## config.mk

```make
export PLATFORM = sky130hd
export DESIGN_NAME = dcache_mem_port
export DESIGN_NICKNAME = d
export VERILOG_FILES = /design/src/hdl/dcache_pkg.sv /design/src/hdl/dcache_mem_port.sv
export VERILOG_INCLUDE_DIRS = /design/src /design/src/include
export SDC_FILE = /design/constraint.sdc
export NUM_CORES = 1
export LEC_CHECK = 0
export BUFFER_PORTS_ARGS = -buffer_cell sky130_fd_sc_hd__buf_4
export CORE_AREA = 2 2 159 161
export DETAILED_ROUTE_END_ITERATION = 8
export DIE_AREA = 0 0 161 163
export PLACE_DENSITY = 0.55
export REMOVE_ABC_BUFFERS = 1
export SLEW_MARGIN = 20
export SYNTH_ARGS = -nofsm -noshare
export SYNTH_HDL_FRONTEND = slang
export SYNTH_SLANG_ARGS = --single-unit
export TNS_END_PERCENT = 5
```

## constraint.sdc

```tcl
create_clock -name clk -period 0.83 [get_ports clk]
set_input_delay 0.0415 -clock clk [delete_from_list [all_inputs] [get_ports clk]]
set_output_delay 0.0415 -clock clk [all_outputs]
set_load 0.02 [all_outputs]
```

## src/include/dcache_settings.svh

```systemverilog
`ifndef DCACHE_SETTINGS_SVH
`define DCACHE_SETTINGS_SVH

////////////////////////////////////////////////////////////
// cache geometry
////////////////////////////////////////////////////////////

// 16 sets
`define DCACHE_INDEX_WIDTH  4

// 4 words per line
`define DCACHE_OFFSET_WIDTH 2

// single LRU bit per set, so two ways only
`define DCACHE_WAYS         2

// address = tag | index | word offset | byte offset
`define DCACHE_TAG_WIDTH    (32 - `DCACHE_INDEX_WIDTH - `DCACHE_OFFSET_WIDTH - 2)
`define DCACHE_LINE_BITS    (32 * (1 << `DCACHE_OFFSET_WIDTH))

`endif

```

## src/hdl/dcache_pkg.sv

```systemverilog
package dcache_pkg;

    ////////////////////////////////////////////////////////////
    // controller states and cache ops
    ////////////////////////////////////////////////////////////

    typedef enum logic [2:0] {
        IDLE,
        LOOKUP,
        MISS_REQ,
        MISS_WAIT,
        REFILL,
        WT_REQ,
        CACHEOP
    } dcache_state_t;

    typedef enum logic {
        OP_INV_INDEX,
        OP_INV_HIT
    } cache_op_t;

    ////////////////////////////////////////////////////////////
    // request, lookup result, memory request
    ////////////////////////////////////////////////////////////

    // pipeline request as captured on acceptance
    typedef struct packed {
        logic [31:0] addr;
        logic [31:0] wdata;
        logic [3:0]  strb;
        logic        wr;
        logic        cacheop;
        cache_op_t   op;
    } dcache_req_t;

    typedef struct packed {
        logic hit;
        logic hit_way;
        logic lru_way;
    } lookup_t;

    // single-beat bus request for a line refill or a word store
    typedef struct packed {
        logic [31:0] addr;
        logic [31:0] wdata;
        logic [3:0]  strb;
        logic        wr;
    } mem_req_t;

endpackage

```

## src/hdl/dcache_mem_port.sv

```systemverilog
`timescale 1ns/1ps
`include "dcache_settings.svh"

module dcache_mem_port
    import dcache_pkg::*;
(
    input  logic                         clk,
    input  logic                         rstn,
    input  dcache_req_t                  req_q,
    input  logic                         port_load,
    input  dcache_state_t                state,
    input  logic                         mem_data_ok,
    input  logic [`DCACHE_LINE_BITS-1:0] mem_line,
    output mem_req_t                     mem,
    output logic [`DCACHE_LINE_BITS-1:0] refill_line
);

    localparam int LINE_LSB = `DCACHE_OFFSET_WIDTH + 2;

    ////////////////////////////////////////////////////////////
    // request fields
    ////////////////////////////////////////////////////////////

    // held until the next load so mem stays stable through addr_ok
    always_ff @(posedge clk or negedge rstn) begin
        if (!rstn) begin
            mem <= '0;
        end else if (port_load) begin
            if (req_q.wr) begin
                // write-through of one word
                mem.addr  <= {req_q.addr[31:2], 2'b00};
                mem.wdata <= req_q.wdata;
                mem.strb  <= req_q.strb;
                mem.wr    <= 1'b1;
            end else begin
                // line refill
                mem.addr  <= {req_q.addr[31:LINE_LSB], {LINE_LSB{1'b0}}};
                mem.wdata <= '0;
                mem.strb  <= '0;
                mem.wr    <= 1'b0;
            end
        end
    end

    // refill beat
    always_ff @(posedge clk) begin
        if ((state == MISS_WAIT) && mem_data_ok) begin
            refill_line <= mem_line;
        end
    end

endmodule

```

Word level (Yosys, flattened, before mapping)
Index checks and enable logic that the tools add are counted.
{"block": "op_classes", "n_eq_ne": 1, "mux": 1, "reduce_logical": 1}
{"op": "two-way mux 41 bit", "count": 1}
{"op": "equality test 3 x 2 -> 1 bit, second input constant", "count": 1}
{"op": "logical AND 1 bit", "count": 1}
{"block": "totals", "ff_bits": 197, "out_inout_bits": 197, "word_cells": 8}

Logic depth before layout (Yosys ltp)
{"block": "logic_depth", "depth_word": 2, "mapped_depth": 5, "ltp_nobuf": 2}

Least setup slack after synthesis
Ideal clock, no wire load.
{"block": "synth_path", "kind": "input-to-reg", "from": "input port state[2]", "to": "register refill_line[0], enable pin", "setup_ns": 0.504, "arrival_ns": 3.152, "slack_ns": -2.827, "stages": 1, "path_buffers": 0, "path_cell_list": "and4b_1"}
{"block": "synth_via", "elab_chain_len": 2}
{"element": "start, declared", "line": "dcache_mem_port.sv:11", "text": "input dcache_state_t state,"}
{"element": "equality test 3 x 2 -> 1 bit", "line": "dcache_mem_port.sv:47", "text": "if ((state == MISS_WAIT) && mem_data_ok) begin"}
{"element": "logical AND 1 bit", "line": "dcache_mem_port.sv:47"}
{"element": "end signal, assigned", "line": "dcache_mem_port.sv:48", "text": "refill_line <= mem_line;"}
{"element": "end, declared", "line": "dcache_mem_port.sv:15", "text": "output logic [`DCACHE_LINE_BITS-1:0] refill_line"}
Every way passes these cells.
A chain may end at the register's enable or synchronous reset.

Worst setup path in the final report
{"block": "layout_path", "from": "register refill_line[44]", "to": "output port refill_line[44]"}
No word-level cell between the ends.

==> results.md <==
* Status: finished with violations
* Violated checks: hold timing, setup timing
* Sink Count at 195
* Setup WS pre-CTS at -0.350 ns
* Post-route cell area at 13,600 sq um
* Commonest non-fill, non-tap cell in the layout: buf_4
* Die X-Extent at 161 um
* Total congestion overflow at 0
* Worst path arrival time at 1.08 ns
* Cell breakdown of the critical path: buf_6
* Number of buffers inserted by hold repair at cts at 196
* Number of cells after detailed placement at 1,088
* Clock latency at the later pin of the worst-skew pair at 0.42 ns
* Worst hold-check slack at -0.0133 ns
* Bufs on Longest Clock Path at 2
* Aggregate routed wire length at 23.4 mm
* Antenna-violating nets left at 0
* HPWL after DPL at 15.6 mm
* Avg Vias per Cell at 4.08
* Initial Util at 27.7%
* Clock Skews at 0 ns
* Mean cell area of the mapped netlist at 19.1 sq um
* Pin count of the biggest net entering global routing at 47
* Number of buffers added on ports at 396
* Ratio of total power to cell area at 1740 nW/um^2
* Max Used Layer: met4
* Distinct cell type count after synthesis at 16
* Setup repair after global routing missed its margin: yes
* Cell with the largest stage delay on the worst path: edfxtp_1
* Final period util at 135%
* Total routing resource utilization after global routing at 17.3%
* First-pass iteration count of the detailed router at 4
* Worst-path fanout max at 1
* Final critical delay including setup and external delays at 1.12 ns
* Fraction of final layout cells sized beyond drive strength 1 at 52.6%
* Number of global-route vias before repair at 5,875
* Total negative slack at -33.68 ns
* Average routed wire per standard cell at 17.7 um
* Register area share after synthesis at 80.7%
* Met2 wire length at 12.0 mm
* Total of warnings raised by yosys at 0
* Area share of the largest cell type after synthesis at 56.2%
* Startpoint kind of the worst setup timing path: flop
* Placed instance area at 10,300 sq um
* Layout-stage area growth over the synthesis result at 99.5%
* Sum of buffers and inverters on the critical path at 1
* Synth area leader: edfxtp_1
* TritonCTS clock tree: yes
* Setup Crit Path Kind: flop to output pin
* Count of mapped cells out of synthesis at 358
* Top Ports at 403
* # rows at 58
* Metal1 wirelength at 8.93 mm
* DRC violation count after routing at 0
* Final weighted congestion in routability-driven placement at 0.772
* Total count of hold-check failures in the final report at 7
* Number of setup violations in the final report at 195
* Minimum setup slack in the final design at -0.289 ns
* Crit end category: output pin
* CTS Root Buffer Type: clkbuf_16
* Initial DRC count at 321
* Die Outline Area at 26,200 sq um
* Max-cap violations at 0
* CTS H-Tree Depth at 4
* Final Net Count at 1,180
* Leading cell types by total area after synthesis: edfxtp_1, dfrtp_1, mux2_4, nand3_2, o21ai_2
* Area of the core at 24,700 sq um
* Timing-limited maximum frequency at 0.893 GHz
* Share of the core filled with cells in the final layout at 55.3%
* Clock-pin slew of the registers on the worst-case setup and hold paths at 0.08 ns
* Met3 Routed Length at 1.87 mm
* Top Family by Delay on Critical Path: flip-flops
* Post-synthesis register bit count at 195
* Die outline height at 163 um
* Global-route wire length before repair at 34.4 mm
* Leading cell types in the layout, fill and taps excluded: buf_4, dlygate4sd3_1, buf_6
* Number of antenna violations at the first check in global routing at 1
* Biggest cell delay along the critical path at 0.48 ns
* Count of placed standard cells in the final layout, fillers left out at 1,318
* Worst-case vdd ir drop at 1.14 mV
* Final count of pins violating max slew at 0
* Data required time of the critical path at 0.79 ns
* Total via count in the routed design at 5,376
* Cell area after synthesis at 6840 sq um
* Number of buffers created by CTS at 17
* Total of fill cells in the finished design at 1,915
* Leak Pwr at 5.91 nW
* Worst min-delay path class: input pin to asynchronous set/reset pin
-- cell usage after synthesis --
master and instances:
dfrtp_1 67, o21ai_2 20, nand3_2 20, buf_8 2, edfxtp_1 128, buf_12 1
conb_1 1, inv_1 38, nand3_1 18, o21ai_1 11, buf_4 4, mux2_4 29
buf_2 5, buf_6 6, o21ai_0 7, and4b_1 1
-- through the flow --
| step | power (mW) | hold slack (ns) |
|---|---|---|
| 2_1_floorplan | 12.4 | -0.254 |
| 3_3_place_gp | 14.3 | -0.0997 |
| 4_1_cts | 24.1 | -0.0441 |
| 3_5_place_dp | 14.4 | -0.105 |
| 6_report | 23.8 | -0.0133 |
| 5_1_grt | 24.8 | -0.0158 |
-- final timing paths --
| kind | startpoint | to | slack (ns) | cells after the start |
|---|---|---|---|---|
| max | refill_line[44] | refill_line[44] | -0.29 | 1 |
| min | rstn | mem[63] | -0.01 | 2 |
| max reg2reg | mem[41] | mem[41] | 0.04 | 1 |
| min reg2reg | mem[29] | mem[29] | 0.54 | 2 |
| max in group asynchronous | rstn | mem[5] | 0.39 | 3 |
| min in group clk | port_load | mem[6] | 0.03 | 3 |
-- registers in the layout, indices dropped and copies added, names as in the netlist --
register / cells
mem: 67
refill_line: 128
-- power breakdown --
group	internal (mW)	switching (mW)	leakage (nW)
registers	10.9	0.319	2.00
logic	2.48	1.67	3.62
clock network	4.15	4.26	0.296
total	17.5	6.25	5.91
-- cells by family (layout without fill, tap and decap cells) --
group,count (synthesis),after routing,synth area share [%]
AOI/OAI and AO/OA,38,38,3.88
DFF,195,195,80.7
muxes,29,29,6.37
and+or+nand+nor,39,39,4.39
buffers and inverters,56,684,4.61
other,1,3,0.0548
-- cell type report --
type                            instances  area [sq um]  area share (%)
Multi-Input combinational cell        108          1010            7.42
Tap cell                              330           413            3.03
Sequential cell                       195          5520            40.4
Clock buffer                           18           429            3.14
Clock inverter                         14           180            1.32
Timing Repair Buffer                  614          5950            43.6
Antenna cell                            1          2.50          0.0183
Inverter                               38           143            1.05
-- what timing repair did --
action,in CTS,in global routing
buffers inserted,1,0
setup endpoints to repair,195,195
resized for setup,186,7
endpoints found under the hold margin,262,7
-- per-layer routing --
metal / GRT usage [%] / up-vias
met1: 20.0 / 2585
met4: 5.84 / 0
li1: - / 2503
met5: 0 / -
met3: 5.91 / 30
met2: 30.3 / 258
(Power assumes the default switching activity.)
