$ cat config.mk
export PLATFORM = sky130hd
export DESIGN_NAME = dcache_ctrl
export DESIGN_NICKNAME = d
export VERILOG_FILES = /design/src/hdl/dcache_pkg.sv /design/src/hdl/dcache_ctrl.sv
export VERILOG_INCLUDE_DIRS = /design/src /design/src/include
export SDC_FILE = /design/constraint.sdc
export NUM_CORES = 1
export LEC_CHECK = 0
export ABC_AREA = 1
export BUFFER_PORTS_ARGS = -buffer_cell sky130_fd_sc_hd__buf_4
export CAP_MARGIN = 20
export CORE_MARGIN = 8
export CORE_UTILIZATION = 38
export CTS_CLUSTER_SIZE = 24
export DETAILED_ROUTE_END_ITERATION = 16
export GPL_TIMING_DRIVEN = 0
export PLACE_DENSITY_LB_ADDON = 0.3
export SLEW_MARGIN = 5
export SYNTH_ARGS = -nofsm -noshare
export SYNTH_HDL_FRONTEND = slang
export SYNTH_SLANG_ARGS = --single-unit
$ cat constraint.sdc
create_clock -name clk -period 2.54 [get_ports clk]
set_input_delay 0 -clock clk [delete_from_list [all_inputs] [get_ports clk]]
set_output_delay 0 -clock clk [all_outputs]
set_load 0.05 [all_outputs]
$ cat src/include/dcache_settings.svh
`ifndef DCACHE_SETTINGS_SVH
`define DCACHE_SETTINGS_SVH

////////////////////////////////////////////////////////////
// cache geometry
////////////////////////////////////////////////////////////

// 16 sets
`define DCACHE_INDEX_WIDTH  4

// 4 words per line
`define DCACHE_OFFSET_WIDTH 2

// single LRU bit per set, so two ways only
`define DCACHE_WAYS         2

// address = tag | index | word offset | byte offset
`define DCACHE_TAG_WIDTH    (32 - `DCACHE_INDEX_WIDTH - `DCACHE_OFFSET_WIDTH - 2)
`define DCACHE_LINE_BITS    (32 * (1 << `DCACHE_OFFSET_WIDTH))

`endif

$ cat src/hdl/dcache_pkg.sv
package dcache_pkg;

    ////////////////////////////////////////////////////////////
    // controller states and cache ops
    ////////////////////////////////////////////////////////////

    typedef enum logic [2:0] {
        IDLE,
        LOOKUP,
        MISS_REQ,
        MISS_WAIT,
        REFILL,
        WT_REQ,
        CACHEOP
    } dcache_state_t;

    typedef enum logic {
        OP_INV_INDEX,
        OP_INV_HIT
    } cache_op_t;

    ////////////////////////////////////////////////////////////
    // request, lookup result, memory request
    ////////////////////////////////////////////////////////////

    // pipeline request as captured on acceptance
    typedef struct packed {
        logic [31:0] addr;
        logic [31:0] wdata;
        logic [3:0]  strb;
        logic        wr;
        logic        cacheop;
        cache_op_t   op;
    } dcache_req_t;

    typedef struct packed {
        logic hit;
        logic hit_way;
        logic lru_way;
    } lookup_t;

    // single-beat bus request for a line refill or a word store
    typedef struct packed {
        logic [31:0] addr;
        logic [31:0] wdata;
        logic [3:0]  strb;
        logic        wr;
    } mem_req_t;

endpackage

$ cat src/hdl/dcache_ctrl.sv
`timescale 1ns/1ps
`include "dcache_settings.svh"

module dcache_ctrl
    import dcache_pkg::*;
(
    input  logic          clk,
    input  logic          rstn,
    input  logic          valid,
    output logic          ready,
    input  dcache_req_t   req,
    output logic          done,
    input  lookup_t       lookup,
    input  logic          mem_addr_ok,
    input  logic          mem_data_ok,
    output logic          mem_req,
    output dcache_req_t   req_q,
    output logic          tag_we,
    output logic          tag_inv,
    output logic          data_wr_word,
    output logic          data_wr_line,
    output logic          way_sel,
    output logic          port_load,
    output dcache_state_t state
);

    // lowest bit of the tag field picks the way for invalidate by index
    localparam int TAG_LSB = `DCACHE_OFFSET_WIDTH + `DCACHE_INDEX_WIDTH + 2;

    dcache_state_t state_nxt;
    logic          accept;
    logic          is_access;
    logic          rd_hit;

    assign accept    = valid & ready;
    assign is_access = (state == LOOKUP) && !req_q.cacheop;
    assign rd_hit    = is_access && !req_q.wr && lookup.hit;

    ////////////////////////////////////////////////////////////
    // handshakes
    ////////////////////////////////////////////////////////////

    always_comb begin
        case (state)
            LOOKUP:  done = rd_hit;
            REFILL:  done = 1'b1;
            WT_REQ:  done = mem_addr_ok;
            CACHEOP: done = 1'b1;
            default: done = 1'b0;
        endcase
    end

    // a completion cycle can take the next request
    assign ready   = (state == IDLE) || done;
    assign mem_req = (state == MISS_REQ) || (state == WT_REQ);

    ////////////////////////////////////////////////////////////
    // state machine
    ////////////////////////////////////////////////////////////

    always_comb begin
        state_nxt = state;
        case (state)
            IDLE: begin
                if (valid) begin
                    state_nxt = LOOKUP;
                end
            end
            LOOKUP: begin
                if (req_q.cacheop) begin
                    state_nxt = CACHEOP;
                end else if (req_q.wr) begin
                    state_nxt = WT_REQ;
                end else if (!lookup.hit) begin
                    state_nxt = MISS_REQ;
                end
            end
            MISS_REQ: begin
                if (mem_addr_ok) begin
                    state_nxt = MISS_WAIT;
                end
            end
            MISS_WAIT: begin
                if (mem_data_ok) begin
                    state_nxt = REFILL;
                end
            end
            default: state_nxt = state;
        endcase
        // back to back or back to idle after any completion
        if (done) begin
            state_nxt = valid ? LOOKUP : IDLE;
        end
    end

    always_ff @(posedge clk or negedge rstn) begin
        if (!rstn) begin
            state <= IDLE;
        end else begin
            state <= state_nxt;
        end
    end

    always_ff @(posedge clk) begin
        if (accept) begin
            req_q <= req;
        end
    end

    ////////////////////////////////////////////////////////////
    // array and port strobes
    ////////////////////////////////////////////////////////////

    assign tag_we       = (state == REFILL);
    assign data_wr_line = (state == REFILL);
    assign data_wr_word = is_access && req_q.wr && lookup.hit;
    assign tag_inv      = (state == CACHEOP) && ((req_q.op == OP_INV_INDEX) || lookup.hit);
    // refill request on a read miss, write-through on every store
    assign port_load    = is_access && (req_q.wr || !lookup.hit);

    always_comb begin
        if (state == REFILL) begin
            way_sel = lookup.lru_way;
        end else if ((state == CACHEOP) && (req_q.op == OP_INV_INDEX)) begin
            way_sel = req_q.addr[TAG_LSB];
        end else begin
            way_sel = lookup.hit_way;
        end
    end

endmodule

; ---- Word level (Yosys, flattened, before mapping)
; Index checks and enable logic that the tools add are counted.
[totals]
latchBits = 0
inputBits = 79
output_inout_bits = 83
register_bits = 74
wordCells = 50
romBits = 0
ram_bits = 0
mem_count = 0
[classes]
shift = 0
reduce_logical = 19
div_mod_pow = 0
eq_ne = 10
n_addsub = 0
bitwise = 2
n_mux = 12
magnitude_cmp = 0
multipliers = 0
[ops]
columns = op, n
row1 = 3-bit 2-to-1 mux, 7
row2 = 3-bit case mux with 4 select lines, 1
row3 = "3-bit == test, second input constant", 3
row4 = "3-bit inequality test, second input constant", 3
row5 = 1-bit logical AND, 8
row6 = "3-bit by 2-bit == test with 1-bit output, second input constant", 2
row7 = "5-bit inequality test, second input constant", 1
row8 = 5-bit AND reduction, 1
row9 = 5-bit nonzero test, 1
row10 = 1-bit logical OR, 4
row11 = "3-bit by 1-bit == test with 1-bit output, second input constant", 1
row12 = 1-bit logical NOT, 3
row13 = 3-bit logical NOT, 1
row14 = 1-bit 2-to-1 mux, 3
row15 = 1-bit case mux with 3 select lines, 1
row16 = 2-bit OR reduction, 1
row17 = 1-bit AND, 1
row18 = 1-bit inverter, 1

; ---- Depth between registers and ports, before layout
; Gate-level depths: netlist (run 1).
[depth]
depth_word = 7
depth_mapped = 9
ltp_nobuf = 9

; ---- Least setup slack after synthesis (run 1)
; Ideal clock, no wire load.
[synth_path]
path_kind = register to register
start = register state[2]
end = register req_q[0] in the netlist's numbering, enable pin
synth_period_minus_slack_ps = 4047
t_arrival_ps = 3622
slack_ps = -1507
setup_time_ps = 425
stages_incl_launch_ff = 5
t_required_ps = 2115
path_buffers = 1
cell_sequence = dfrtp_1 > buf_2 > o31ai_1 > nand2_1 > inv_1
[synth_between]
elab_chain_cells = 7
word_cells_on_any_way = 12
classes_between = 4 x eq/ne / 1 x mux / 1 x bitwise / 6 x reduce/logical
[synth_lines]
columns = item, line_no
row1 = "start, declared", dcache_ctrl.sv:24  ; output dcache_state_t state
row2 = "start signal, assigned", dcache_ctrl.sv:100  ; state <= state_nxt;
row3 = 3-bit by 1-bit == test with 1-bit output, "dcache_ctrl.sv:36, dcache_ctrl.sv:44"
row4 = 1-bit logical AND, dcache_ctrl.sv:36  ; assign is_access = (state == LOOKUP) && !req_q.cacheop;
row5 = 1-bit logical AND (2 in a row), dcache_ctrl.sv:37  ; assign rd_hit = is_access && !req_q.wr && lookup.hit;
row6 = 1-bit case mux with 3 select lines, dcache_ctrl.sv:44  ; case (state)
row7 = 1-bit logical OR (*), dcache_ctrl.sv:54  ; assign ready = (state == IDLE) || done;
row8 = net ready, dcache_ctrl.sv:10  ; output logic ready,
row9 = 1-bit AND (*), dcache_ctrl.sv:35  ; assign accept = valid & ready;
row10 = net accept, dcache_ctrl.sv:31  ; logic accept;
row11 = "end signal, assigned", dcache_ctrl.sv:106  ; req_q <= req;
row12 = "end, declared", dcache_ctrl.sv:17  ; output dcache_req_t req_q,
; Mark *: on every way through the listed nets, which the timed path passes. The rest lies on a longest branch.
; A chain may end at the register's enable or synchronous reset.

; ---- Final worst setup path (run 1)
[layout_path]
start = register state[0]
end = register req_q[64] in the netlist's numbering, enable pin
[layout_between]
elab_chain_cells = 7
word_cells_on_any_way = 12
classes_between = 4 x eq/ne / 1 x mux / 1 x bitwise / 6 x reduce/logical
[layout_lines]
columns = item, line_no
row1 = 3-bit by 1-bit == test with 1-bit output, "dcache_ctrl.sv:36, dcache_ctrl.sv:44"
row2 = 1-bit logical AND, dcache_ctrl.sv:36
row3 = 1-bit logical AND (2 in a row), dcache_ctrl.sv:37
row4 = 1-bit case mux with 3 select lines, dcache_ctrl.sv:44
row5 = 1-bit logical OR (*), dcache_ctrl.sv:54
row6 = 1-bit AND (*), dcache_ctrl.sv:35
row7 = net accept, dcache_ctrl.sv:31
; Marks and branches as above.

==> results of run 1 <==
-- logic make-up (layout without fill, tap and decap cells) --
logic type	Yosys count	after routing	share of synthesized area
AOI/OAI and AO/OA	12	12	0.03251
buffers and inverters	13	266	0.02118
DFF	74	74	0.8690
and+or+nand+nor	39	39	0.07734
-- state kept, by name, summed over array words and instances, names as in the netlist --
register	cells
state	3
req_q	71
-- per-stage QoR --
stage          hold WS, ns  setup slack [ns]    util
6_report           0.04237            0.1666  0.7538
5_1_grt             0.1279          0.006579  0.7538
2_1_floorplan      -0.2956           -0.3109       -
3_5_place_dp       -0.2085            0.1389  0.6076
3_3_place_gp       -0.2093           -0.3896  0.6045
4_1_cts            0.02371            0.1378  0.7538
-- area by class of cell --
| class | count | area, sq um | share of cell area |
|---|---|---|---|
| plain buffers | 2 | 18.77 | 0.003877 |
| clock buffers | 12 | 135.1 | 0.02791 |
| clock inverters | 4 | 52.55 | 0.01086 |
| inverters | 11 | 47.55 | 0.009822 |
| multi-input cells | 51 | 300.3 | 0.06203 |
| flip-flops and latches | 74 | 2211 | 0.4567 |
| well taps | 77 | 96.34 | 0.01990 |
| repair buffers | 237 | 1979 | 0.4089 |
-- power by group through the flow --
stage / Clock (mW) / Sequential (mW) / Combinational, mW
finish: 0.881 / 1.88 / 2.53
detailed placement: 0 / 1.89 / 2.45
floorplan: 0 / 2.89 / 0.659
CTS: 0.890 / 1.87 / 2.54
global route: 0.946 / 1.91 / 2.66
global placement: 0 / 1.90 / 2.40
-- Yosys cell counts, drive strengths merged --
cell	count
nor3	1
o21ai	3
nand3	5
edfxtp	71
buf	2
a21oi	3
nor2	9
or2	1
a211oi	2
o21bai	1
o31ai	2
inv	11
dfrtp	3
nor3b	1
nand2	20
nand4	2
a21boi	1
-- path summary, 6_finish.rpt --
check / endpoint / slack (ns) / cells after the start
min: state[0] / 0.04 / 5
min in group asynchronous: state[2] / 0.55 / 3
max in group asynchronous: state[1] / 1.83 / 3
max reg2reg: req_q[64] / 0.17 / 9
min reg2reg: state[1] / 0.65 / 2
max: req_q[64] / 0.17 / 9
-- critical path, cell delays in order, from the launching register on --
cell and delay (ns):
dfrtp_2 0.47, inv_2 0.15, nor2_4 0.05, nand4_2 0.12, nand2_4 0.08, inv_4 0.07
o31ai_4 0.06, nand2_1 0.11, clkinvlp_4 0.55, buf_12 0.42
-- metal layers --
layer | GRT usage | vias up | wire length [um]
met1 | 0.1815 | 993 | 3018
met4 | 0.08153 | 0 | 196
li1 | - | 1004 | -
met3 | 0.07594 | 15 | 848
met2 | 0.3195 | 114 | 4401
met5 | 0 | - | 0
==> metrics.yaml, run 1 <==
route:
  antenna_left: 0
  avgRoutedWirePerCell_um: 18.09
  drtPass1Iterations: 4
  dr.first_iter.drc_count: 73
  drc_errors: 0
  routed_via_density: 4.543
  wl_mm: 8.465
  vias: 2126
logic_synthesis:
  synth_seq_area_share: 0.8690
  yosysWarningCount: 0
  synthCells: 138
  syn_area_per_cell_sq_um: 18.41
  yosysTopAreaCell: "edfxtp_1"
  ys_top_cells_by_area: "edfxtp_1 84%, dfrtp_1 3.0%, nand2_1 2.5%, inv_1 1.0%, nor2_1 0.89%"
  synth_fp_nets: 217
  synth_top_area_share: 0.8394
  ys_ff_latch: 74
  synth_area_sq_um: 2540
  yosys.cell_types.count: 26
worst_hold_path:
  holdCritPathClass: "primary input to register"
  hold_start: "valid"
global_route:
  grtUsageTotal: 0.1806
  first_global_vias: 2483
  grt_pass1_wl_mm: 13.32
  grt.overflow.total: 0
  grt_max_degree: 42
  antenna_found_initial: 0
floorplanning:
  io_pins: 162
  die_w_um: 97.76
  die_area_sq_um: 9556
  initial_core_util: 0.3955
  core_sq_um: 6422
  die_h_um: 97.76
  num_rows: 29
outcome:
  status: "finished clean"
final_layout:
  stdcell_area_sq_um: 4841
  fillCellCount: 378
  drive_gt1_frac: 0.5064
  area_delta_synth_final_pct: 90.59
  layout.cells.most_common: "buf_4"
  antennaDiodeCount: 0
  layout.nets: 465
  finalNonFillerCells: 468
  layout_common_cells: "162 x buf_4, 75 x dlygate4sd3_1, 71 x edfxtp_1"
power_and_ir_drop:
  powerDensity_nw_per_um2: 1093
  p_clk_frac: 0.166
  p_leak_nw: 2.071
  internal_power_mw: 2.938
  power_frac_comb: 0.478
  swShare: 0.4449
  switchingPower_mw: 2.354
  irDropWorstVdd_v: 0.0007067
  power.total_mw: 5.292
  p_seq_frac: 0.356
clocking:
  cts.sinks: 74
  ctsHoldBuffers: 75
  clock_latency_ns: 0.33
  numCtsBuffers: 9
  cts_tree: "yes"
  cts.clk_slew.worst_paths_ns: 0.07
  root_buffer: "clkbuf_8"
  cts_setup_buffers: 0
  cts_resized: 0
  clk_path_buf_depth: 2
  cts_max_level: 3
setup_path:
  path_class: "register to register"
  cp_data_required_time_ns: 2.61
  cp_max_fo: 41
  start_kind: "register"
  critPathArrivalTime_ns: 2.44
  cp-end-kind: "register"
  r2r_start: "state[0]"
  critPathLaunch: "state[0]"
place:
  placed_area_sq_um: 3902
  io_buffer_count: 161
  gp_congestion: 0.7740
  dp_cells: 377
  hpwl_mm: 5.464
timing:
  rsz0062_at_grt: "false"
  min_period_ns: 2.373
  worst_pin_slew_ns: 0.6718
  maxSlewViolCount: 0
  fin_setup_tns_ns: 0
  max_freq_mhz: 421.3
  slew_headroom: 0.5512
  setup_viol: 0
  final.setup_skew_ns: 0.01174
  hold_viol: 0
  post-route-period-util: 0.9344
flow_run:
  drv_cap: 0
Power figures use the tool's default switching activity.
==> inputs of run 2 (changes only) <==
Settings changed: CORE_UTILIZATION 38 to 45, SETUP_SLACK_MARGIN set to 0.2.
Clock period 2.54 ns to 2.87 ns, I/O delays scaled along.
==> metrics.yaml, run 2 (synthesized netlist as in run 1, its figures left out) <==
outcome:
  status: "finished clean"
clocking:
  numCtsBuffers: 9  # unchanged
  cts_setup_buffers: 0  # unchanged
  cts_max_level: 3  # unchanged
  cts_tree: "yes"
  clock_latency_ns: 0.33  # about the same
  cts.clk_slew.worst_paths_ns: 0.08  # about the same
  root_buffer: "clkbuf_8"
  clk_path_buf_depth: 2  # unchanged
  cts.sinks: 74  # unchanged
final_layout:
  top_regs: "req_q: 71 flops, state: 3 flops"
  fillCellCount: 238  # -37%
  layout.nets: 464  # -0.22%
  layout_common_cells: "162 x buf_4, 74 x dlygate4sd3_1, 71 x edfxtp_1"
  layout.cells.most_common: "buf_4"
  antennaDiodeCount: 0  # unchanged
  stdcell_area_sq_um: 4851  # +0.21%
  area_delta_synth_final_pct: 90.99
  largest_reg_flops: 71  # unchanged
  top_register: "req_q"
  drive_gt1_frac: 0.5141  # +0.007745
worst_hold_path:
  hold_start: "mem_data_ok"
  holdCritPathClass: "primary input to register"
timing:
  worst_pin_slew_ns: 0.6283  # -0.04353 ns
  hold_viol: 0  # unchanged
  post-route-period-util: 0.8289  # -0.1055
  final.setup_skew_ns: 0.008631  # -0.003109 ns
  fin_setup_tns_ns: 0  # unchanged
  setup_viol: 0  # unchanged
  max_freq_mhz: 420.3  # -0.24%
  slew_headroom: 0.5803  # +0.02908
  maxSlewViolCount: 0  # unchanged
  rsz0062_at_grt: "false"
  min_period_ns: 2.379  # +0.005661 ns
route:
  antenna_left: 0  # unchanged
  vias: 2196  # +3.3%
  avgRoutedWirePerCell_um: 20.98  # +16%
  routed_via_density: 4.764  # +4.9%
  dr.first_iter.drc_count: 88  # +21%
  drc_errors: 0  # unchanged
  wl_mm: 9.673  # +14%
  drtPass1Iterations: 4  # unchanged
power_and_ir_drop:
  p_clk_frac: 0.184  # +0.018
  powerDensity_nw_per_um2: 996.2  # -8.9%
  internal_power_mw: 2.684  # -8.7%
  power_frac_comb: 0.469  # -0.009
  swShare: 0.4446  # about the same
  switchingPower_mw: 2.149  # -8.7%
  p_seq_frac: 0.346  # -0.010
  p_leak_nw: 2.078  # +0.36%
  irDropWorstVdd_v: 0.0006627  # -6.2%
place:
  placed_area_sq_um: 3896  # -0.16%
  io_buffer_count: 161  # unchanged
  gp_congestion: 0.8304  # +7.3%
  hpwl_mm: 5.600  # +2.5%
setup_path:
  cp_max_fo: 44  # +7.3%
  critPathMaxStageDelay_ns: 0.52  # -0.03 ns
  cp-end-kind: "register"
  start_kind: "register"
  critPathLaunch: "state[0]"
  crit_slowest_cell: "clkinvlp_4"
  cp_data_required_time_ns: 2.94  # +0.33 ns
  r2r_start: "state[0]"
  critPathArrivalTime_ns: 2.45  # about the same
  reg2reg_setup_slack_ns: 0.49  # +0.32 ns
  crit_chain: "inv_2, nor2_4, nand4_2, nand2_4, inv_4, o31ai_4, nand2_1, clkinvlp_4, buf_12"
  path_class: "register to register"
global_route:
  grt.overflow.total: 0  # unchanged
  grt_pass1_wl_mm: 14.36  # +7.8%
  grt_max_degree: 45  # +7.1%
  antenna_found_initial: 1  # +1
  first_global_vias: 2512  # +1.2%
  grtUsageTotal: 0.2305  # +0.04991
floorplanning:
  die_w_um: 91.13  # -6.8%
  num_rows: 27  # -6.9%
  initial_core_util: 0.4641  # +0.06863
  io_pins: 162  # unchanged
  die_h_um: 91.13  # -6.8%
  core_sq_um: 5473  # -15%
  die_area_sq_um: 8305  # -13%
flow_run:
  drv_cap: 0  # unchanged
run 2: changes by cell type in the layout (fill, tap and decap cells not counted), sizes merged:
| cell | before | now |
|---|---|---|
| bufinv | 1 | 2 |
| clkinv | 3 | 1 |
| clkinvlp | 1 | 2 |
| clkbuf | 12 | 9 |
| dlygate4sd3 | 75 | 74 |
| inv | 10 | 12 |
run 2: routing by layer:
metal | part of all wire | wire length (um) | vias to the layer above | global-route usage
met1 | 0.33 | 3233 | 1040 | 0.2216
met5 | 0.00083 | 8 | - | 0
met2 | 0.53 | 5141 | 136 | 0.4148
li1 | - | - | 1002 | -
met3 | 0.11 | 1085 | 16 | 0.1103
met4 | 0.021 | 205 | 2 | 0.09004
run 2: final cells by class:
| type | count | area (sq um) | share of cell area |
|---|---|---|---|
| well taps | 72 | 90.09 | 0.01857 |
| inverters | 11 | 47.55 | 0.009801 |
| repair buffers | 236 | 1969 | 0.4060 |
| clock buffers | 9 | 123.9 | 0.02554 |
| plain buffers | 2 | 18.77 | 0.003869 |
| multi-input cells | 51 | 300.3 | 0.06190 |
| flip-flops and latches | 74 | 2211 | 0.4558 |
| clock inverters | 6 | 90.09 | 0.01857 |
run 2: path summary, 6_finish.rpt:
path / end / cells past startpoint
max in group asynchronous: state[2] / 3
min: state[0] / 4
max reg2reg: req_q[31] / 9
min in group asynchronous: state[1] / 3
max: req_q[31] / 9
min reg2reg: state[1] / 2
run 2: stage by stage:
stage | setup WS [ns] | instances | util | power [mW] | hold WS, ns
3_3_place_gp | -0.02773 | 371 | 0.7083 | 3.794 | -0.2081
4_1_cts | 0.5273 | 461 | 0.8864 | 4.777 | 0.008370
2_1_floorplan | 0.01909 | 138 | - | 3.145 | -0.2956
3_5_place_dp | 0.5446 | 372 | 0.7119 | 3.834 | -0.2076
5_1_grt | 0.3723 | 461 | 0.8864 | 5.006 | 0.02152
6_report | 0.4909 | 461 | 0.8864 | 4.833 | 0.02953
run 2: what timing repair did:
item	4_1_cts	5_1_grt
hold buffers	74	0
endpoints found under the hold margin	75	0
resized for setup	0	0
run 2: critical path: cells and delay by family, from the launching register on:
kind	cells	cell delay, ns
AOI/OAI and AO/OA	1	0.06
DFF	1	0.48
and+or+nand+nor	4	0.38
buffers and inverters	4	1.18
run 2: power groups by stage:
stage / registers [mW] / clock network [mW] / logic, mW
floorplan: 2.56 / 0 / 0.584
global placement: 1.68 / 0 / 2.11
detailed placement: 1.68 / 0 / 2.16
CTS: 1.65 / 0.879 / 2.24
global route: 1.70 / 0.949 / 2.36
finish: 1.67 / 0.891 / 2.27
