$ cat config.mk
export PLATFORM = sky130hd
export DESIGN_NAME = dcache_tag_array
export DESIGN_NICKNAME = d
export VERILOG_FILES = /design/src/hdl/dcache_pkg.sv /design/src/hdl/dcache_tag_array.sv
export VERILOG_INCLUDE_DIRS = /design/src /design/src/include
export SDC_FILE = /design/constraint.sdc
export NUM_CORES = 1
export LEC_CHECK = 0
export BUFFER_PORTS_ARGS = -buffer_cell sky130_fd_sc_hd__buf_4
export CORE_MARGIN = 4
export CORE_UTILIZATION = 42
export DETAILED_ROUTE_END_ITERATION = 16
export PLACE_DENSITY_LB_ADDON = 0.2
export SYNTH_ARGS = -nofsm -noshare
export SYNTH_HDL_FRONTEND = slang
export SYNTH_SLANG_ARGS = --single-unit
$ cat constraint.sdc
create_clock -name clk -period 2.8 [get_ports clk]
set_input_delay 0.28 -clock clk [delete_from_list [all_inputs] [get_ports clk]]
set_output_delay 0.28 -clock clk [all_outputs]
set_load 0.02 [all_outputs]
$ cat src/include/dcache_settings.svh
`ifndef DCACHE_SETTINGS_SVH
`define DCACHE_SETTINGS_SVH

////////////////////////////////////////////////////////////
// cache geometry
////////////////////////////////////////////////////////////

// 16 sets
`define DCACHE_INDEX_WIDTH  4

// 4 words per line
`define DCACHE_OFFSET_WIDTH 2

// single LRU bit per set, so two ways only
`define DCACHE_WAYS         2

// address = tag | index | word offset | byte offset
`define DCACHE_TAG_WIDTH    (32 - `DCACHE_INDEX_WIDTH - `DCACHE_OFFSET_WIDTH - 2)
`define DCACHE_LINE_BITS    (32 * (1 << `DCACHE_OFFSET_WIDTH))

`endif

$ cat src/hdl/dcache_pkg.sv
package dcache_pkg;

    ////////////////////////////////////////////////////////////
    // controller states and cache ops
    ////////////////////////////////////////////////////////////

    typedef enum logic [2:0] {
        IDLE,
        LOOKUP,
        MISS_REQ,
        MISS_WAIT,
        REFILL,
        WT_REQ,
        CACHEOP
    } dcache_state_t;

    typedef enum logic {
        OP_INV_INDEX,
        OP_INV_HIT
    } cache_op_t;

    ////////////////////////////////////////////////////////////
    // request, lookup result, memory request
    ////////////////////////////////////////////////////////////

    // pipeline request as captured on acceptance
    typedef struct packed {
        logic [31:0] addr;
        logic [31:0] wdata;
        logic [3:0]  strb;
        logic        wr;
        logic        cacheop;
        cache_op_t   op;
    } dcache_req_t;

    typedef struct packed {
        logic hit;
        logic hit_way;
        logic lru_way;
    } lookup_t;

    // single-beat bus request for a line refill or a word store
    typedef struct packed {
        logic [31:0] addr;
        logic [31:0] wdata;
        logic [3:0]  strb;
        logic        wr;
    } mem_req_t;

endpackage

$ cat src/hdl/dcache_tag_array.sv
`timescale 1ns/1ps
`include "dcache_settings.svh"

module dcache_tag_array
    import dcache_pkg::*;
(
    input  logic        clk,
    input  logic        rstn,
    input  dcache_req_t req_q,
    input  logic        tag_we,
    input  logic        tag_inv,
    input  logic        way_sel,
    input  logic        touch,
    output lookup_t     lookup
);

    localparam int SETS    = 1 << `DCACHE_INDEX_WIDTH;
    localparam int IDX_LSB = `DCACHE_OFFSET_WIDTH + 2;
    localparam int TAG_LSB = IDX_LSB + `DCACHE_INDEX_WIDTH;

    logic [`DCACHE_TAG_WIDTH-1:0]   tags [`DCACHE_WAYS][SETS];
    logic [SETS-1:0]                valid [`DCACHE_WAYS];
    logic [SETS-1:0]                lru;
    logic [`DCACHE_INDEX_WIDTH-1:0] idx;
    logic [`DCACHE_TAG_WIDTH-1:0]   tag;
    logic [`DCACHE_WAYS-1:0]        way_hit;

    assign idx = req_q.addr[TAG_LSB-1:IDX_LSB];
    assign tag = req_q.addr[31:TAG_LSB];

    ////////////////////////////////////////////////////////////
    // compare
    ////////////////////////////////////////////////////////////

    always_comb begin
        for (int w = 0; w < `DCACHE_WAYS; w++) begin
            way_hit[w] = valid[w][idx] && (tags[w][idx] == tag);
        end
    end

    assign lookup.hit     = |way_hit;
    assign lookup.hit_way = way_hit[1];
    assign lookup.lru_way = lru[idx];

    ////////////////////////////////////////////////////////////
    // valid and LRU state
    ////////////////////////////////////////////////////////////

    always_ff @(posedge clk or negedge rstn) begin
        if (!rstn) begin
            valid <= '{default: '0};
            lru   <= '0;
        end else begin
            if (tag_we) begin
                valid[way_sel][idx] <= 1'b1;
            end else if (tag_inv) begin
                valid[way_sel][idx] <= 1'b0;
            end
            // point away from the way just used unless it was a cache op
            if (touch && !req_q.cacheop) begin
                if (tag_we) begin
                    lru[idx] <= ~way_sel;
                end else if (lookup.hit) begin
                    lru[idx] <= ~lookup.hit_way;
                end
            end
        end
    end

    // tag storage
    always_ff @(posedge clk) begin
        if (tag_we) begin
            tags[way_sel][idx] <= tag;
        end
    end

endmodule

# After elaboration in Yosys (flattened, before gate mapping)
# Memories as Yosys holds them, arrays and structs flattened.
# Cells that the tools add are included.
totals:
  ff_bits: 48
  ram_bits: 768
  in_bits: 77
  output_inout_bits: 3
  n_memories: 1
classes:
  n_lt_le_gt_ge: 6
  eq_ne: 2
  n_mux: 26
  bitwise: 7
  reduce_logical: 11
mem_list:
  columns: ["memory", "words", "word_bits", "read_ports", "rd_clocked_by_memory_dff", "wr", "line", "rtl"]
  rows:
  - ["tags", 2, 384, 2, 0, 1, "dcache_tag_array.sv:21", "logic [`DCACHE_TAG_WIDTH-1:0] tags [`DCACHE_WAYS][SETS];"]
op_table:
  columns: ["cell", "n"]
  rows:
  - ["two-way mux 384 bit", 1]
  - ["binary-select mux 24 bit (select 4 bit)", 2]
  - ["two-way mux 24 bit", 5]
  - ["demux 24 bit (select 4 bit)", 1]
  - ["two-way mux 32 bit", 2]
  - ["equality test 24 bit", 2]
  - ["two-way mux 16 bit", 3]
  - ["bitwise AND 32 bit", 1]
  - ["bitwise mux 16 bit", 2]
  - ["inverter 32 bit", 1]
  - ["OR 32 bit", 1]
  - ["demux 16 bit (select 1 bit)", 1]
  - ["binary-select mux 1 bit (select 4 bit)", 3]
  - ["logical AND 1 bit", 6]
  - [">= comparator 5 bit (second input constant)", 1]
  - ["less-than comparator 4 x 5 -> 1 bit (second input constant)", 1]
  - ["less-than comparator 5 x 1 -> 1 bit (second input constant)", 1]
  - ["two-way mux 1 bit", 5]
  - ["inverter 4 -> 5 bit", 1]
  - ["demux 1 bit (select 4 bit)", 1]
  - [">= comparator 4 x 1 -> 1 bit (second input constant)", 1]
  - ["nonzero test 2 bit", 2]
  - [">= comparator 2 bit (second input constant)", 1]
  - ["less-than comparator 2 x 1 -> 1 bit (second input constant)", 1]
  - ["other kinds (5)", 6]

# Depth between registers and ports, before layout
# Gate-level depths: netlist (run 1).
depth:
  ltp_word: 10
  mapped_depth: 15
  mapped_depth_nobuf: 9

# Worst setup path before layout (run 1)
# No wires, ideal clock.
synth_timing:
  path_type: "input to register"
  startpoint: "in req_q[43] (netlist bit)"
  endpoint: "reg lru[10]"
  setup_ps: 87
  arrival_time_ps: 3026
  required_ps: 2713
  slack_ps: -313
  cell_stages: 13
  path_buffers: 5
  cell_sequence: "buf_6 buf_4 buf_4 buf_2 mux2i_1 o21ai_0 a211oi_1 nand3_1 a2111oi_0 and3_1 o311ai_4 buf_6 a211oi_2"
synth_rtl:
  columns: ["element", "line", "rtl"]
  rows:
  - ["start: declaration", "dcache_tag_array.sv:9", "input dcache_req_t req_q,"]
  - ["end signal: indexed assignment", "dcache_tag_array.sv:62", "lru[idx] <= ~way_sel;"]
  - ["end signal: indexed assignment", "dcache_tag_array.sv:64", "lru[idx] <= ~lookup.hit_way;"]
  - ["end: declaration", "dcache_tag_array.sv:23", "logic [SETS-1:0] lru;"]

==> results of run 1 <==
==> sequential cells by signal, indices dropped and copies added (netlist names), named ones only <==
signal  count
lru        16
tags      768
==> area by class of cell <==
type | instances | area share (%)
Tap cell | 1040 | 3.22
Multi-Input combinational cell | 808 | 20.9
Timing Repair Buffer | 351 | 8.70
Clock buffer | 105 | 5.58
Clock inverter | 49 | 1.24
Antenna cell | 1 | 0.00619
Sequential cell | 816 | 60.0
Inverter | 31 | 0.288
==> repair_timing <==
action / 4_1_cts / 5_1_grt
buffers inserted: 2 / 1
hold endpoints to repair: 69 / 0
resized for setup: 13 / 15
pin swaps: 4 / 1
hold buffers: 6 / 0
endpoints found under the setup margin: 18 / 18
==> placed cells by master, fill, tap and decap left out, types with 17 or more instances in the layout <==
| cell type | instances |
|---|---|
| sky130_fd_sc_hd__clkbuf_1 | 17 |
| sky130_fd_sc_hd__o22ai_1 | 28 |
| sky130_fd_sc_hd__clkinv_2 | 19 |
| sky130_fd_sc_hd__a221oi_1 | 18 |
| sky130_fd_sc_hd__nor2_4 | 24 |
| sky130_fd_sc_hd__mux2_2 | 43 |
| sky130_fd_sc_hd__edfxtp_1 | 768 |
| sky130_fd_sc_hd__o21ai_0 | 71 |
| sky130_fd_sc_hd__nand2_1 | 56 |
| sky130_fd_sc_hd__dfrtp_1 | 48 |
| sky130_fd_sc_hd__clkbuf_16 | 87 |
| sky130_fd_sc_hd__nor3_1 | 20 |
| sky130_fd_sc_hd__mux2i_1 | 134 |
| sky130_fd_sc_hd__mux4_2 | 140 |
| sky130_fd_sc_hd__inv_1 | 29 |
| sky130_fd_sc_hd__nor2_1 | 19 |
| sky130_fd_sc_hd__buf_4 | 273 |
| sky130_fd_sc_hd__a21oi_1 | 24 |
| sky130_fd_sc_hd__a22oi_1 | 27 |
| sky130_fd_sc_hd__buf_12 | 67 |
| sky130_fd_sc_hd__xor2_1 | 22 |
| sky130_fd_sc_hd__xnor2_1 | 36 |
==> worst register-to-register path, stage by stage (launching register included) <==
cell and delay (ns):
sky130_fd_sc_hd__edfxtp_1 0.37, sky130_fd_sc_hd__mux4_2 0.47, sky130_fd_sc_hd__mux2i_1 0.16, sky130_fd_sc_hd__buf_4 0.16
sky130_fd_sc_hd__xnor2_4 0.13, sky130_fd_sc_hd__o2111ai_4 0.18, sky130_fd_sc_hd__o41a_1 0.41, sky130_fd_sc_hd__a2111oi_4 0.22
sky130_fd_sc_hd__buf_4 0.18, sky130_fd_sc_hd__and3_4 0.21, sky130_fd_sc_hd__buf_4 0.13, sky130_fd_sc_hd__o311ai_4 0.09
sky130_fd_sc_hd__buf_12 0.18, sky130_fd_sc_hd__a211oi_2 0.22
==> worst paths after layout <==
kind / from / depth (start not counted) / to / slack [ns]
max in group asynchronous: rstn / 2 / lru[10] / 2.16
max: tags[0][108] / 10 / lookup[2] / -0.93
min in group asynchronous: rstn / 2 / lru[4] / 0.22
min reg2reg: flop / 2 / flop / 0.50
max reg2reg: tags[1][177] / 13 / lru[8] / -0.41
min: req_q[65] / 1 / tags[0][354] / 0.03
==> logic make-up after synthesis <==
logic type | count (synthesis) | share of synthesized area, %
simple gates | 180 | 2.52
compound gates | 248 | 5.14
buf+inv | 130 | 2.24
mux | 321 | 15.3
flops | 816 | 73.3
xor+xnor | 59 | 1.56
==> layer usage <==
metal | up-vias | global-route usage (%) | share of wire [%]
li1 | 7826 | - | -
met5 | - | 0 | 0
met2 | 632 | 36.5 | 48
met4 | 0 | 5.56 | 2.3
met1 | 9871 | 32.4 | 43
met3 | 138 | 2.97 | 6.3
==> per-stage QoR <==
step	std cells	hold WS [ns]	cell area, um^2	setup TNS [ns]	power [mW]
final	3201	0.0330	40400	-7.42	27.1
after global routing	3200	0.0136	40400	-9.26	28.0
after CTS	3199	0.0104	40300	-8.53	27.3
after detailed placement	3038	0.334	37400	-17.18	16.1
after global placement	3038	0.323	37400	-17.94	16.0
after floorplan	1754	-0.0156	33300	-2.33	15.0
==> power breakdown <==
part	total [mW]	leakage [nW]	switching, mW	internal [mW]
logic	2.19	4.81	1.25	0.949
registers	13.7	7.54	0.0799	13.6
clock network	11.2	1.35	4.65	6.57
==> results.toml, run 1 <==
[clock_network]
htree_num_levels = 3
clk_root_buffer_cell = "sky130_fd_sc_hd__clkbuf_16"
cts-buffers-inserted = 86
numClockSinks = 816
max-clock-path-buffers = 3
tritoncts = "done"
worst_skew_pair.late_latency_ns = 0.63
clk_pin_slew_ns = 0.06

[timing]
rsz_0062_raised_after_global_routing = "true"
final.setup_skew_ns = 0.0187
setup_viol = 18
hold_violations = 0
min_period_over_period_pct = 133
finalWorstPathRequiredPeriod_ns = 3.73
fmaxAchievable_mhz = 268
worst-slew-pin-transition_ns = 0.656
relSlewSlack_pct = 56.2
worst_slack_ns = -0.929
slew_violations = 0

[setup_path]
most_frequent_cell_on_the_critical_path = "sky130_fd_sc_hd__buf_4"
data_required_time_at_the_worst_endpoint_ns = 2.52
critPathMaxStageDelay_ns = 0.48
critical-path-slowest-cell = "sky130_fd_sc_hd__mux4_2"
worstPathCellList = "mux4_2, a22o_1, a221oi_2, xnor2_1, nor4_1, nand3_1, nor4_4, buf_4, or2_2, buf_4"
critical_path.max_fanout = 2
critPathBufInv = 2
worstSetupStartpointType = "flop"
criticalPathCategory = "flop to primary output"
cp_data_arrival_time_ns = 3.45
worstSetupEndpointType = "primary output"
worst_path_dominant_cell_family = "simple AND/OR/NAND/NOR gates"

[layout]
fill_cells = 6220
syn_to_final_growth_pct = 22.1
fin_util_pct = 51.9
register_area_um2 = 24300
fraction_of_final_layout_cells_sized_beyond_drive_strength_1_pct = 33.7
multiInputGateArea_um2 = 8460
final_nets = 2171

[placed_design]
post-place-ws_ns = -1.06
detailed_place_hpwl_mm = 58.6
port_buffers = 37
gp_congestion = 0.834

[synthesis]
area_contributors_post_synth = "sky130_fd_sc_hd__edfxtp_1 (70%), sky130_fd_sc_hd__mux4_2 (9.5%), sky130_fd_sc_hd__mux2i_1 (4.1%)"
syn-instance-count = 1754
mappedNetlistArea_um2 = 33100
syn-mean-instance-area_um2 = 18.9
mappedNetlistNets = 1831
netlist.top_cell.by_area = "sky130_fd_sc_hd__edfxtp_1"
yosysMostFrequentCell = "sky130_fd_sc_hd__edfxtp_1"
yosys_warnings = 0
synth-edff-count = 768
post_synth_arst_share_pct = 5.88
synthTopCellsByCount = "sky130_fd_sc_hd__edfxtp_1 (768), sky130_fd_sc_hd__mux4_2 (139), sky130_fd_sc_hd__mux2i_1 (136)"
seq_area_frac_synth_pct = 73.3
synth_top_area_share_pct = 69.6
synthFlopType = "sky130_fd_sc_hd__edfxtp_1"
cell_variety_after_synth = 62
ys_seq_elements = 816

[floorplan]
ports = 80
die_area_um2 = 83400
floorplan.rows = 102
die_height_um = 289
fp.coreArea_um2 = 77800
initial_core_util_pct = 42.5
die_width_um = 289

[run]
max-cap-violations = 0

[grt]
number_of_antenna_violations_at_the_first_check_in_global_routing = 1
grt-ovfl-total = 0
first_global_vias = 18800
grt_start_max_net_pins = 49
grt_usage_pct = 22.4
first_pass_grt_wire_length_mm = 133

[drt]
drt_pre_antenna_iters = 7
via_count = 18500
drt_drc_violations_left = 0
drtIter0Drc = 1805
postRouteWirelength_mm = 93.1
detail-route-antenna-nets = 0
per_cell_via_count_in_the_routed_design = 5.77
wire_per_inst_um = 29.1

[power]
cell_area_power_density_nw_per_um2 = 670
p_leak_nw = 13.7
irDropWorstVdd_mv = 0.512

[outcome]
run_status = "finished with violations"
violations_in_the_final_reports = "negative setup slack"

[hold_path]
timing.hold.worst.class = "primary input to flop"
Note: power is estimated with default switching activity, not from simulation.
==> run 2, diff against run 1 <==
--- a/config.mk
+++ b/config.mk
@@ -8,9 +8,10 @@
 export LEC_CHECK = 0
 export BUFFER_PORTS_ARGS = -buffer_cell sky130_fd_sc_hd__buf_4
 export CORE_MARGIN = 4
-export CORE_UTILIZATION = 42
+export CORE_UTILIZATION = 48
 export DETAILED_ROUTE_END_ITERATION = 16
 export PLACE_DENSITY_LB_ADDON = 0.2
+export SETUP_SLACK_MARGIN = 0.1
 export SYNTH_ARGS = -nofsm -noshare
 export SYNTH_HDL_FRONTEND = slang
 export SYNTH_SLANG_ARGS = --single-unit
==> results.toml, run 2 (synthesized netlist as in run 1, its figures left out) <==
[outcome]
run_status = "finished with violations"
violations_in_the_final_reports = "negative setup slack"

[timing]
final.setup_skew_ns = 0.0240
rsz_0062_raised_after_global_routing = "true"
fmaxAchievable_mhz = 279
worst_slack_ns = -0.791
worst-slew-pin-transition_ns = 0.996
hold-worst-slack_ns = 0.0197
finalWorstPathRequiredPeriod_ns = 3.59
hold_violations = 0
min_period_over_period_pct = 128
slew_violations = 0
relSlewSlack_pct = 33.5
setup_viol = 18

[setup_path]
cell_depth_of_the_worst_setup_path = 10
crit-reg2reg-capture = "lru[11]"
critPathMaxStageDelay_ns = 0.52
critical-path-slowest-cell = "sky130_fd_sc_hd__mux4_2"
worstPathCellList = "mux4_2, mux4_2, xor2_1, buf_4, nor4_2, nand3_1, nor4_4, buf_4, or2_4, buf_6"
worstSetupStartpointType = "flop"
cp_data_arrival_time_ns = 3.31
worstSetupEndpointType = "primary output"
critPathBufInv = 3
regToRegStartpoint = "tags[0][13]"
critical_path.max_fanout = 2
worst-r2r-setup-slack_ns = -0.50
crit_path_end = "lookup[2]"
startpoint = "tags[0][13]"
criticalPathCategory = "flop to primary output"
data_required_time_at_the_worst_endpoint_ns = 2.52
worst_r2r_path_depth = 14
worst_path_dominant_cell_family = "multiplexers"

[clock_network]
clk_root_buffer_cell = "sky130_fd_sc_hd__clkbuf_16"
clk_pin_slew_ns = 0.06
tritoncts = "done"
cts-buffers-inserted = 85
worst_skew_pair.late_latency_ns = 0.64
numClockSinks = 816
max-clock-path-buffers = 3
htree_num_levels = 3

[run]
max-cap-violations = 0

[drt]
drtIter0Drc = 2280
wl_met3_mm = 6.73
via_count = 18600
detail-route-antenna-nets = 0
drt_pre_antenna_iters = 7
per_cell_via_count_in_the_routed_design = 6.10
top_layer_used = "met5"
met1Wirelength_mm = 38.4
postRouteWirelength_mm = 89.4
drt_drc_violations_left = 0
wire_per_inst_um = 29.3
met2_length_mm = 42.1

[layout]
final_cell_mix = "sky130_fd_sc_hd__edfxtp_1 (768), sky130_fd_sc_hd__buf_4 (274), sky130_fd_sc_hd__mux4_2 (139)"
fill_cells = 5044
mostFrequentLayoutCell = "sky130_fd_sc_hd__edfxtp_1"
fraction_of_final_layout_cells_sized_beyond_drive_strength_1_pct = 34.1
largestRegisters = "tags x768, lru x16"
syn_to_final_growth_pct = 21.8
final_nets = 2177
antenna-diode-count = 0
fin_util_pct = 58.9
largest-register = "tags"
largest_reg_flops = 768

[power]
total_power_consumption_mw = 27.1
irDropWorstVdd_mv = 0.469
cell_area_power_density_nw_per_um2 = 671
p_leak_nw = 13.7

[floorplan]
die_height_um = 271
floorplan.rows = 96
initial_core_util_pct = 48.4
ports = 80
die_width_um = 271
die_area_um2 = 73200
fp.coreArea_um2 = 68500

[grt]
grt_start_max_net_pins = 49
grt_usage_pct = 24.6
grt-ovfl-total = 0
number_of_antenna_violations_at_the_first_check_in_global_routing = 2
first_pass_grt_wire_length_mm = 131
first_global_vias = 18900

[placed_design]
gp_congestion = 0.862
detailed_place_hpwl_mm = 55.7
port_buffers = 37

[hold_path]
timing.hold.worst.class = "primary input to flop"
-- run 2: cell types whose count changed in the layout (fill, tap and decap cells not counted), moves of 4 or more --
| cell | previous run | this run |
|---|---|---|
| sky130_fd_sc_hd__buf_12 | 67 | 62 |
| sky130_fd_sc_hd__clkinv_2 | 19 | 10 |
| sky130_fd_sc_hd__clkinv_1 | 11 | 26 |
| sky130_fd_sc_hd__buf_6 | 3 | 11 |
| sky130_fd_sc_hd__o31ai_4 | 0 | 4 |
| sky130_fd_sc_hd__a211oi_1 | 10 | 6 |
| sky130_fd_sc_hd__nor2_4 | 24 | 2 |
| sky130_fd_sc_hd__nor2_2 | 9 | 31 |
-- run 2: timing repair --
action | 4_1_cts | 5_1_grt
endpoints found under the setup margin | 18 | 18
pin swaps | 29 | 9
cloned | 2 | 0
resized for setup | 56 | 26
hold endpoints to repair | 79 | 0
setup buffers | 16 | 2
hold buffers | 8 | 0
-- run 2: how the worst min path moves through the flow --
stage                    from  slack (ns)  cells past startpoint           end
floorplan                rstn       -0.02                      0     async pin
CTS                 req_q[56]       0.009                      2  tags[1][297]
global route        req_q[61]        0.02                      1  tags[0][182]
detailed placement       rstn        0.33                      1     async pin
global placement         rstn        0.31                      1     async pin
finish              req_q[61]        0.02                      1  tags[0][182]
-- run 2: area by class of cell --
type | instances | area [um^2] | area share (%)
inverters | 31 | 116 | 0.288
clock inverters | 51 | 505 | 1.25
multi-input cells | 808 | 8560 | 21.2
repair buffers | 358 | 3550 | 8.79
well taps | 882 | 1100 | 2.74
clock buffers | 103 | 2240 | 5.55
flip-flops and latches | 816 | 24300 | 60.2
-- run 2: metrics by stage --
step	TNS, ns	std cells	setup WS (ns)	cell area (um^2)
floorplan	-2.33	1754	-0.186	33300
global placement	-16.98	2873	-0.964	37000
detailed placement	-17.16	2873	-0.992	37000
CTS	-12.19	3053	-0.832	40300
global route	-9.80	3049	-0.888	40300
finish	-7.65	3049	-0.791	40300
-- run 2: metal layers --
metal	track usage, %	vias to the layer above
met5	0	-
met4	6.86	2
met3	3.86	135
met2	38.7	742
met1	36.1	9899
li1	-	7821
-- run 2: report_power, final --
| group | internal [mW] | switching, mW | leakage (nW) |
|---|---|---|---|
| Sequential | 13.6 | 0.0818 | 7.54 |
| Clock | 6.59 | 4.59 | 1.34 |
| Combinational | 0.960 | 1.25 | 4.85 |
-- run 2: worst reg2reg max path, cell delays in order, from the launching register on --
cell and delay (ns):
sky130_fd_sc_hd__edfxtp_1 0.37, sky130_fd_sc_hd__mux4_2 0.52, sky130_fd_sc_hd__mux4_2 0.48, sky130_fd_sc_hd__xor2_1 0.16, sky130_fd_sc_hd__buf_4 0.16, sky130_fd_sc_hd__nor4_2 0.14, sky130_fd_sc_hd__nand3_1 0.19, sky130_fd_sc_hd__nor4_4 0.24
sky130_fd_sc_hd__buf_4 0.18, sky130_fd_sc_hd__buf_4 0.10, sky130_fd_sc_hd__buf_4 0.10, sky130_fd_sc_hd__o311ai_4 0.08, sky130_fd_sc_hd__buf_4 0.16, sky130_fd_sc_hd__buf_12 0.14, sky130_fd_sc_hd__a211oi_2 0.21
